**src/common/axi_regs_pkg.sv**
```systemverilog
`default_nettype none

package axi_regs_pkg;

    // ============================================================
    // bus and register map geometry
    // ============================================================
    localparam int ADDR_WIDTH  = 32;
    localparam int DATA_WIDTH  = 32;
    localparam int STRB_WIDTH  = DATA_WIDTH / 8;

    // register index sits above the byte offset within a word
    localparam int ADDR_LSB    = 2;
    localparam int INDEX_WIDTH = 6;
    localparam int NUM_REGS    = 32;

    // returned for any index at or above NUM_REGS
    localparam logic [DATA_WIDTH-1:0] UNMAPPED_DATA = 32'hDEADBEEF;

    localparam logic [1:0] RESP_OKAY = 2'b00;

    // ============================================================
    // data types
    // ============================================================
    typedef logic [DATA_WIDTH-1:0]  word_t;
    typedef logic [INDEX_WIDTH-1:0] reg_index_t;

    // entry i is register i, used for both outputs and status inputs
    typedef word_t [NUM_REGS-1:0] reg_array_t;

    // master side of the write channels
    typedef struct packed {
        logic [ADDR_WIDTH-1:0] awaddr;
        logic                  awvalid;
        word_t                 wdata;
        logic [STRB_WIDTH-1:0] wstrb;
        logic                  wvalid;
        logic                  bready;
    } axi_wr_req_t;

    // slave side of the write channels
    typedef struct packed {
        logic       awready;
        logic       wready;
        logic [1:0] bresp;
        logic       bvalid;
    } axi_wr_rsp_t;

    // master side of the read channels
    typedef struct packed {
        logic [ADDR_WIDTH-1:0] araddr;
        logic                  arvalid;
        logic                  rready;
    } axi_rd_req_t;

    // slave side of the read channels
    typedef struct packed {
        logic       arready;
        word_t      rdata;
        logic [1:0] rresp;
        logic       rvalid;
    } axi_rd_rsp_t;

    // one strobed write into the register bank
    typedef struct packed {
        logic                  en;
        reg_index_t            index;
        word_t                 data;
        logic [STRB_WIDTH-1:0] strb;
    } reg_write_t;

endpackage

`default_nettype wire
```
**src/axi_slave/axi_write_channel.sv**
```systemverilog
`timescale 1ns/1ps
`default_nettype none

module axi_write_channel
(
    input  wire                       clk,
    input  wire                       resetn,
    input  wire axi_regs_pkg::axi_wr_req_t wr_req,
    output axi_regs_pkg::axi_wr_rsp_t wr_rsp,
    output axi_regs_pkg::reg_write_t  reg_write
);

    import axi_regs_pkg::*;

    // ============================================================
    // handshake state
    // ============================================================
    logic       awready_q;
    logic       wready_q;
    logic       bvalid_q;
    reg_index_t aw_index_q;

    // address and data present together, not yet acknowledged
    logic       aw_start;
    logic       w_start;

    // both channels complete in this cycle
    logic       wr_fire;

    assign aw_start = ~awready_q && wr_req.awvalid && wr_req.wvalid;
    assign w_start  = ~wready_q && wr_req.wvalid && wr_req.awvalid;

    assign wr_fire  = awready_q && wr_req.awvalid && wready_q && wr_req.wvalid;

    // ============================================================
    // address and data ready pulses
    // ============================================================
    always_ff @(posedge clk)
    begin
        if (!resetn)
        begin
            awready_q <= 1'b0;
        end
        else
        begin
            awready_q <= aw_start;
        end
    end

    always_ff @(posedge clk)
    begin
        if (!resetn)
        begin
            wready_q <= 1'b0;
        end
        else
        begin
            wready_q <= w_start;
        end
    end

    // only the index field of the address is kept
    always_ff @(posedge clk)
    begin
        if (aw_start)
        begin
            aw_index_q <= wr_req.awaddr[ADDR_LSB +: INDEX_WIDTH];
        end
    end

    // ============================================================
    // write response
    // ============================================================
    always_ff @(posedge clk)
    begin
        if (!resetn)
        begin
            bvalid_q <= 1'b0;
        end
        else if (wr_fire && !bvalid_q)
        begin
            bvalid_q <= 1'b1;
        end
        else if (bvalid_q && wr_req.bready)
        begin
            bvalid_q <= 1'b0;
        end
    end

    // data and strobes go straight from the bus in the accept cycle
    assign reg_write = '{
        en:    wr_fire,
        index: aw_index_q,
        data:  wr_req.wdata,
        strb:  wr_req.wstrb
    };

    // every write completes with OKAY
    assign wr_rsp = '{
        awready: awready_q,
        wready:  wready_q,
        bresp:   RESP_OKAY,
        bvalid:  bvalid_q
    };

endmodule

`default_nettype wire

```
**config.mk**
```make
export PLATFORM = sky130hd
export DESIGN_NAME = axi_write_channel
export DESIGN_NICKNAME = d
export VERILOG_FILES = /design/src/common/axi_regs_pkg.sv /design/src/axi_slave/axi_write_channel.sv
export SDC_FILE = /design/constraint.sdc
export NUM_CORES = 1
export LEC_CHECK = 0
export ABC_AREA = 1
export BUFFER_PORTS_ARGS = -buffer_cell sky130_fd_sc_hd__buf_2
export CORE_ASPECT_RATIO = 0.75
export CORE_MARGIN = 1
export CORE_UTILIZATION = 26
export CTS_CLUSTER_SIZE = 8
export DETAILED_ROUTE_END_ITERATION = 8
export PLACE_DENSITY = 0.83
export SYNTH_ARGS = -nofsm -noshare
export SYNTH_HDL_FRONTEND = slang
export SYNTH_SLANG_ARGS = --single-unit
```
**constraint.sdc**
```tcl
create_clock -name clk -period 2.25 [get_ports clk]
set_clock_uncertainty 0.05 [all_clocks]
set_input_delay 0.1125 -clock clk [delete_from_list [all_inputs] [get_ports clk]]
set_output_delay 0.1125 -clock clk [all_outputs]
set_load 0.005 [all_outputs]
```
==> flow_summary.yaml <==
setup_path:
  crit_arrival_ns: 0.94
  max_stage_delay_ns: 0.36
  startpoint_type: "register"
  crit_buf_inv: 0
  reg2reg_depth: 1
  rrSetupSlack_ns: 1.16
  required_ns: 2.10
  critPathSlowestCell: "nor2_1"
  crit_type: "reg -> reg"
  crit_fanout: 6
  cp-end-kind: "register"
  crit_chain: "nor2_1"
  reg2reg_to: "aw_index_q[5]"
  cp_top_family: "simple AND/OR/NAND/NOR gates"
  r2r-start: "awready_q"
power:
  power_density_nw_per_um2: 645
  power.leakage_nw: 0.233
  p_total_uw: 333
  ir_drop_v: 0.000119
logic_synthesis:
  synthCells: 63
  synth.avg_cell_area_um2: 9.69
  synth_top_area_cell: "buf_4"
  synthTopCellsByArea: "buf_4, edfxtp_1, dfxtp_1, nor2_2, nand2_1"
  synth_warnings: 0
  netlist_top_cells_count: "buf_4, edfxtp_1, dfxtp_1, nand2_1"
  yosysMostFrequentCell: "buf_4"
  ys.flop_type: "edfxtp_1"
  seq_area_frac_synth_pct: 39.3
  synth_area_um2: 611
  ys_ff_latch: 9
  yosysUniqueCellTypes: 10
  async_reset_ff_share_pct: 0
  synth_edf_count: 6
  synth_top_area_share_pct: 51.6
sta:
  rsz0062_at_grt: "no"
  timing.setup.tns_ns: 0
  fmax_ghz: 0.920
  setup_viol: 0
  period_minus_slack_ns: 1.09
  slew_violations: 0
  setup_ws_ns: 1.16
  final_hold_viol_count: 0
  fin_crit_sh_pct: 48.3
route:
  drt_first_pass_iters: 5
  vias: 297
  drtAntennaViolNets: 0
  wirelength_um: 941
  wl_per_cell_um: 12.4
  vias_per_cell: 3.91
  drc: 5
  drt_iter0_drc: 7
status:
  status: "finished, violations left"
  violations: "DRC"
die:
  die_area_um2: 2550
  coreArea_um2: 2100
  die_height_um: 44.0
  rows: 14
  io_pins: 121
  die_w_um: 58.0
  initial_core_util_pct: 29.0
grt:
  grt_max_degree: 7
  grt_pass1_vias: 299
  grt.total_usage_pct: 7.28
  grt_pass1_wl_um: 1280
  grt_remaining_overflow: 0
  antenna_found_initial: 0
clocking:
  clk_latency_ns: 0.25
  cts-root-buf: "clkbuf_4"
  clock_sinks: 9
  cts_buffer_depth: 2
  path_clk_slew_ns: 0.05
  htree_levels: 1
  cts_tree: "done"
  cts_made_buffers: 3
placement:
  pre_cts_ws_ns: 1.15
  io_buffers: 20
  gp_congestion: 0.592
final_layout:
  num_antenna_cells: 0
  layout.nets: 126
  multi_input_area_um2: 55.1
  drive_gt1_share_pct: 50.0
  areaGrowthSynthToFinish_pct: -15.6
  seq_area_um2: 240
  fillCellCount: 228
hold_path:
  worstHoldStart: "resetn"
  hold_depth: 3
  hold_class: "in -> reg"
  min_to: "awready_q"
job:
  cap_violations: 0
stage by stage:
step | util, % | hold slack, ns | std cells | area [µm²]
2_1_floorplan | - | 0.161 | 64 | 614
3_3_place_gp | 20.4 | 0.175 | 66 | 429
3_5_place_dp | 20.4 | 0.175 | 66 | 429
4_1_cts | 24.5 | 0.0575 | 76 | 515
5_1_grt | 24.5 | 0.0698 | 76 | 515
6_report | 24.5 | 0.0688 | 76 | 515
worst max path at each step:
stage | from | to | slack, ns | cells after the start
6_report | awready_q | aw_index_q[5] | 1.16 | 1
5_1_grt | awready_q | aw_index_q[1] | 1.08 | 1
4_1_cts | awready_q | aw_index_q[5] | 1.14 | 1
3_5_place_dp | awready_q | aw_index_q[5] | 1.15 | 1
3_3_place_gp | awready_q | aw_index_q[0] | 1.17 | 1
2_1_floorplan | awready_q | aw_index_q[0] | 1.23 | 1
state kept, by name, summed over array words and instances, names as in the netlist:
register,flops
aw_index_q,6
awready_q,1
bvalid_q,1
wready_q,1
report_power, final:
part / switching (mW) / internal, mW
Sequential: 0.00213 / 0.184
Combinational: 0.0122 / 0.0179
Clock: 0.0489 / 0.0679
Total: 0.0632 / 0.269
final cells by class:
type                    instances  area share (%)
well taps                      24            5.83
inverters                       1           0.728
repair buffers                 26            31.1
multi-input cells              12            10.7
clock buffers                   4            5.10
flip-flops and latches          9            46.6
cell families after synthesis:
group	count (synthesis)	share of synthesized area [%]
buffers and inverters	43	52.3
DFF	9	39.3
other	1	0.614
and+or+nand+nor	10	7.79
per-layer routing:
metal | GRT usage, % | vias to the layer above | wire (µm)
li1 | - | 130 | -
met1 | 4.00 | 123 | 227
met2 | 12.2 | 34 | 458
met3 | 5.37 | 10 | 206
met4 | 10.5 | 0 | 50
met5 | 0 | - | 0
placed cells by master, fill, tap and decap left out, drive strengths merged:
master       count
buf             20
nor2             4
nand2            4
nor3             2
clkbuf           4
dlygate4sd3      6
edfxtp           6
dfxtp            3
inv              1
conb             2
repair_timing:
action	4_1_cts	5_1_grt
endpoints found under the setup margin	0	0
resized for setup	0	0
setup buffers	0	0
hold endpoints to repair	6	0
hold buffers	6	0
(Power assumes the default switching activity.)
