[src/common/axi_regs_pkg.sv]
`default_nettype none

package axi_regs_pkg;

    // ============================================================
    // bus and register map geometry
    // ============================================================
    localparam int ADDR_WIDTH  = 32;
    localparam int DATA_WIDTH  = 32;
    localparam int STRB_WIDTH  = DATA_WIDTH / 8;

    // register index sits above the byte offset within a word
    localparam int ADDR_LSB    = 2;
    localparam int INDEX_WIDTH = 6;
    localparam int NUM_REGS    = 32;

    // returned for any index at or above NUM_REGS
    localparam logic [DATA_WIDTH-1:0] UNMAPPED_DATA = 32'hDEADBEEF;

    localparam logic [1:0] RESP_OKAY = 2'b00;

    // ============================================================
    // data types
    // ============================================================
    typedef logic [DATA_WIDTH-1:0]  word_t;
    typedef logic [INDEX_WIDTH-1:0] reg_index_t;

    // entry i is register i, used for both outputs and status inputs
    typedef word_t [NUM_REGS-1:0] reg_array_t;

    // master side of the write channels
    typedef struct packed {
        logic [ADDR_WIDTH-1:0] awaddr;
        logic                  awvalid;
        word_t                 wdata;
        logic [STRB_WIDTH-1:0] wstrb;
        logic                  wvalid;
        logic                  bready;
    } axi_wr_req_t;

    // slave side of the write channels
    typedef struct packed {
        logic       awready;
        logic       wready;
        logic [1:0] bresp;
        logic       bvalid;
    } axi_wr_rsp_t;

    // master side of the read channels
    typedef struct packed {
        logic [ADDR_WIDTH-1:0] araddr;
        logic                  arvalid;
        logic                  rready;
    } axi_rd_req_t;

    // slave side of the read channels
    typedef struct packed {
        logic       arready;
        word_t      rdata;
        logic [1:0] rresp;
        logic       rvalid;
    } axi_rd_rsp_t;

    // one strobed write into the register bank
    typedef struct packed {
        logic                  en;
        reg_index_t            index;
        word_t                 data;
        logic [STRB_WIDTH-1:0] strb;
    } reg_write_t;

endpackage

`default_nettype wire
[src/source/reg_bank.sv]
`timescale 1ns/1ps
`default_nettype none

module reg_bank
(
    input  wire                       clk,
    input  wire                       resetn,
    input  wire axi_regs_pkg::reg_write_t reg_write,
    output axi_regs_pkg::reg_array_t  reg_out
);

    import axi_regs_pkg::*;

    // ============================================================
    // control register storage
    // ============================================================
    reg_array_t regs_q;

    // one-hot select of the addressed register
    logic [NUM_REGS-1:0] reg_sel;

    // index compare only covers the mapped range,
    // so a command to 32..63 selects nothing
    always_comb
    begin
        for (int i = 0; i < NUM_REGS; i++)
        begin
            reg_sel[i] = reg_write.en && (reg_write.index == reg_index_t'(i));
        end
    end

    // ============================================================
    // strobed update
    // ============================================================
    always_ff @(posedge clk)
    begin
        if (!resetn)
        begin
            regs_q <= '0;
        end
        else
        begin
            for (int i = 0; i < NUM_REGS; i++)
            begin
                if (reg_sel[i])
                begin
                    // merge only the enabled byte lanes
                    for (int b = 0; b < STRB_WIDTH; b++)
                    begin
                        if (reg_write.strb[b])
                        begin
                            regs_q[i][b*8 +: 8] <= reg_write.data[b*8 +: 8];
                        end
                    end
                end
            end
        end
    end

    assign reg_out = regs_q;

endmodule

`default_nettype wire

[config.mk]
export PLATFORM = sky130hd
export DESIGN_NAME = reg_bank
export DESIGN_NICKNAME = d
export VERILOG_FILES = /design/src/common/axi_regs_pkg.sv /design/src/source/reg_bank.sv
export SDC_FILE = /design/constraint.sdc
export NUM_CORES = 2
export LEC_CHECK = 0
export BUFFER_PORTS_ARGS = -buffer_cell sky130_fd_sc_hd__buf_2
export CAP_MARGIN = 20
export CELL_PAD_IN_SITES_DETAIL_PLACEMENT = 1
export CELL_PAD_IN_SITES_GLOBAL_PLACEMENT = 2
export CORE_AREA = 10 10 405 407
export DETAILED_ROUTE_END_ITERATION = 10
export DIE_AREA = 0 0 415 417
export GPL_ROUTABILITY_DRIVEN = 0
export GPL_TIMING_DRIVEN = 0
export PLACE_DENSITY_LB_ADDON = 0.1
export SKIP_CTS_REPAIR_TIMING = 1
export SLEW_MARGIN = 20
export SYNTH_ARGS = -nofsm -noshare
export SYNTH_HDL_FRONTEND = slang
export SYNTH_SLANG_ARGS = --single-unit
export TNS_END_PERCENT = 5
[constraint.sdc]
create_clock -name clk -period 1.5 [get_ports clk]
set_input_delay 0.075 -clock clk [delete_from_list [all_inputs] [get_ports clk]]
set_output_delay 0.075 -clock clk [all_outputs]
set_load 0.02 [all_outputs]
==> implementation parameters <==
Parameter                              Value

Detailed routing
  DRC violations left ... 0
  Antenna viol nets, final ... 0
  Total number of vias ... 30900
  Count of routing violations after the opening detailed-route iteration ... 1372
  Average wire per standard cell ... 31.2 um
  First-pass iteration count of the detailed router ... 4
  Wire length reported by the detailed router ... 216000 um
  Drt via density ... around 4.5

Critical path
  CP endpoint ... reg_out[937]
  Required @ worst endpoint ... 2.08 ns
  WS Path Type ... in -> reg
  Largest fanout of any net on the critical path ... 10
  Critical-path cell with the highest stage delay ... sky130_fd_sc_hd__nand2_1
  Cell breakdown of the critical path ... clkbuf_2 > clkbuf_2 > nand2_1 > clkbuf_1 > mux2i_1
  Library cell appearing most often on the critical path ... sky130_fd_sc_hd__clkbuf_2
  R2R setup slack ... 0.76 ns
  Nature of the critical path startpoint ... primary input
  Critical path startpoint ... resetn
  CP peak stage delay ... roughly 0.67 ns
  Startpoint of the worst register-to-register path ... reg_out[100]
  Setup crit end kind ... register
  Worst R2R End ... reg_out[100]
  Arr. time, crit path ... 2.28 ns
  R2r worst-path depth ... 2

Timing
  Final slew viol count ... 0
  Max Clk Rate ... 588 MHz
  Least setup slack across all paths after layout ... -0.202 ns
  Unrepaired setup endpoints after global routing ... yes
  Final Skew ... 0 ns
  Final Cycle Share ... 113%
  Tmin final ... 1.70 ns
  Normalized max-slew margin ... between 20% and 30%
  Setup violations, final ... 162
  Worst hold slack ... -0.0401 ns
  Final hold violation count ... 21
  Slew @ Worst Pin ... around 1.1 ns

Global route
  Via count of the first global-routing pass ... 32100
  Number of antenna violations at the first check in global routing ... 28
  Global route hottest layer ... met2
  Maximum number of pins on one net before global-route repair ... 17
  GR Util met1 ... between 20% and 30%
  GRT Overall Usage ... 23.9%
  Congestion Overflow GR ... 0
  Met2 Usage GRT ... 42.9%
  Met3 track utilization from global routing ... approximately 5.5%
  Wire length of the first global-routing pass ... 289000 um

Synthesis
  Synth warn ... 0
  Largest cells by area after synthesis ... sky130_fd_sc_hd__dfxtp_1 (54%), sky130_fd_sc_hd__mux2i_1 (27%), sky130_fd_sc_hd__nand2_1 (11%), sky130_fd_sc_hd__clkbuf_1 (2.2%), sky130_fd_sc_hd__nor2_8 (1.6%)
  Fraction of synthesis flops using an asynchronous set or reset pin ... 0%
  Commonest register cell after synthesis ... sky130_fd_sc_hd__dfxtp_1
  Count of flip-flops with a built-in enable after synthesis ... 0
  Post-synthesis cell area ... 37700 um2
  Post-synthesis sequential area ratio ... a little over half
  Synthesized instance count ... roughly 3500
  Yosys top cell area share ... 54.4%
  Cell type contributing the most total cell area after synthesis ... sky130_fd_sc_hd__dfxtp_1
  Avg Synthesized Cell Area ... 10.7 um2
  Post-Syn Nets ... 3583
  Post-synth cell types ... 31
  Flip-flop and latch count after synthesis ... 1024

Pwr
  Sw power ... 15.0 mW
  Internal power of the cells ... 45.6 mW
  Clock network fraction of total power ... 50.4%
  Part of the total power dissipated in sequential elements ... about 45%
  Leakage Power ... approximately 24 nW
  Logic pwr share ... 4.6%
  Worst IR Drop VDD ... 0.918 mV
  P per Cell Area ... approximately 1200 nW/um2
  Switching portion of total power ... 24.7%

Floorplanning
  Ports placed on the boundary ... between 1000 and 1500
  Overall die width ... 415 um
  CORE AREA ... 156000 um2
  Die H ... 417 um
  Effective utilization at floorplan ... 24.2%
  Area of the die ... between 150000 and 200000 um2
  Number of rows in the core area ... around 150

Clock tree
  Clock buffers created by TritonCTS ... 121
  Clock edge transition at the registers on the reported setup and hold paths ... about 0.060 ns
  Clock insertion delay at the later pin of the skew report ... 0.73 ns
  Clock sink count ... 1024
  Clock Tree Buf Depth ... 3
  TritonCTS clock tree ... done
  CTS Root Cell ... sky130_fd_sc_hd__clkbuf_16
  CTS H-tree lvls ... 3

Finish
  Flip-flop and latch area ... 20500 um2
  Post-layout util ... 32.2%
  Final non-filler cell area ... about 50000 um2
  Number of flip-flops under the largest register name ... around 1000
  Area of combinational cells with multiple inputs ... 16200 um2
  Number of filler instances in the final layout ... 17700
  Ratio of cells with drive above 1 in the final layout ... 30.6%
  Net count reported at finish ... ~4800
  Layout overhead on the synthesized area ... 33.1%

Placed design
  Worst setup slack after placement ... -1.69 ns
  Estimated wirelength of the detail-placed design ... 169000 um
  Number of buffers added on ports ... 1064
  Placed standard-cell area ... 45700 um2

Worst hold path
  Worst Hold Class ... in -> reg

Flow run
  Maximum capacitance violations ... 0

Run status
  Failing checks ... negative hold slack, negative setup slack
  Outcome ... complete, but fails checks
==> cells by family after synthesis <==
group | after synthesis | share of synthesized area (%)
buffers and inverters | 257 | 2.86
DFF | 1024 | 54.4
muxes | 1024 | 27.2
and+or+nand+nor | 1233 | 15.6
==> layout by cell type (no fill, tap or decap), types with 3 or more instances in the layout <==
cell type / instances
sky130_fd_sc_hd__bufinv_16: 8
sky130_fd_sc_hd__nor2_8: 30
sky130_fd_sc_hd__nor2b_1: 3
sky130_fd_sc_hd__and4b_1: 6
sky130_fd_sc_hd__nor2_2: 10
sky130_fd_sc_hd__dlygate4sd3_1: 20
sky130_fd_sc_hd__buf_12: 4
sky130_fd_sc_hd__clkinv_2: 30
sky130_fd_sc_hd__buf_2: 1079
sky130_fd_sc_hd__nand4b_4: 8
sky130_fd_sc_hd__buf_1: 7
sky130_fd_sc_hd__nand2_2: 37
sky130_fd_sc_hd__buf_6: 5
sky130_fd_sc_hd__mux2i_1: 1024
sky130_fd_sc_hd__clkbuf_8: 32
sky130_fd_sc_hd__clkbuf_4: 5
sky130_fd_sc_hd__nor2_4: 28
sky130_fd_sc_hd__clkbuf_2: 48
sky130_fd_sc_hd__clkbuf_16: 122
sky130_fd_sc_hd__nand4_2: 3
sky130_fd_sc_hd__clkbuf_1: 197
sky130_fd_sc_hd__nand4b_1: 6
sky130_fd_sc_hd__nand2_1: 1075
sky130_fd_sc_hd__dfxtp_1: 1015
sky130_fd_sc_hd__nor4bb_1: 10
sky130_fd_sc_hd__diode_2: 14
sky130_fd_sc_hd__buf_4: 10
sky130_fd_sc_hd__dfxtp_2: 9
==> worst max-delay path: cells and delay by family <==
kind	cells	cell delay (ns)
muxes	1	0.16
buffers and inverters	3	1.33
and+or+nand+nor	1	0.67
==> per-layer routing <==
layer,up-vias,wire (um)
li1,14200,-
met1,15700,88400
met2,802,109000
met3,258,10900
met4,0,8220
met5,-,0
==> power by group through the flow <==
stage	registers [mW]	clock network, mW	logic [mW]
finish	27.3	30.5	2.79
global route	27.3	32.5	2.95
CTS	27.3	31.4	2.80
detailed placement	27.9	0	2.80
global placement	27.9	0	2.78
floorplan	28.0	0	1.15
==> how the worst min path moves through the flow <==
stage / cells past startpoint / start / slack [ns] / end
CTS: 3 / reg_write[28] / -0.28 / reg_out[984]
global route: 5 / reg_write[41] / -0.06 / reg_out[792]
global placement: 2 / reg_out[272] / 0.44 / reg_out[272]
detailed placement: 2 / reg_out[844] / 0.44 / reg_out[844]
finish: 5 / reg_write[41] / -0.04 / reg_out[796]
floorplan: 2 / reg_write[12] / 0.30 / reg_out[1000]
==> final cells by class <==
| class | count | area share (%) |
|---|---|---|
| sequential | 1024 | 40.9 |
| multi-input combinational | 2257 | 32.2 |
| timing repair buffer | 1091 | 11.2 |
| clock buffer | 183 | 7.18 |
| tap | 2058 | 5.13 |
| buffer | 257 | 2.28 |
| clock inverter | 44 | 0.975 |
| antenna | 14 | 0.0698 |
==> stage by stage <==
step	hold slack, ns	total power [mW]	instances	TNS, ns
final	-0.0401	60.6	6928	-15.62
after global routing	-0.0553	62.7	6917	-28.60
after CTS	-0.285	61.5	6889	-434.86
after detailed placement	0.444	30.7	6662	-1258.24
after global placement	0.437	30.7	6660	-1297.28
after floorplan	0.299	29.1	3538	-0.220
==> Yosys cell counts (3+ instances only) <==
cell	instances
sky130_fd_sc_hd__mux2i_1	1024
sky130_fd_sc_hd__and4b_1	6
sky130_fd_sc_hd__buf_1	3
sky130_fd_sc_hd__clkbuf_1	222
sky130_fd_sc_hd__nor2_8	30
sky130_fd_sc_hd__nand4_2	3
sky130_fd_sc_hd__buf_6	4
sky130_fd_sc_hd__nor2_2	14
sky130_fd_sc_hd__dfxtp_1	1024
sky130_fd_sc_hd__nand2_2	28
sky130_fd_sc_hd__nand2_1	1084
sky130_fd_sc_hd__buf_2	19
sky130_fd_sc_hd__buf_4	6
sky130_fd_sc_hd__nor2b_1	3
sky130_fd_sc_hd__nand4b_4	8
sky130_fd_sc_hd__nor2_4	24
sky130_fd_sc_hd__nand4b_1	6
sky130_fd_sc_hd__nor4bb_1	10
Power figures use the tool's default switching activity.
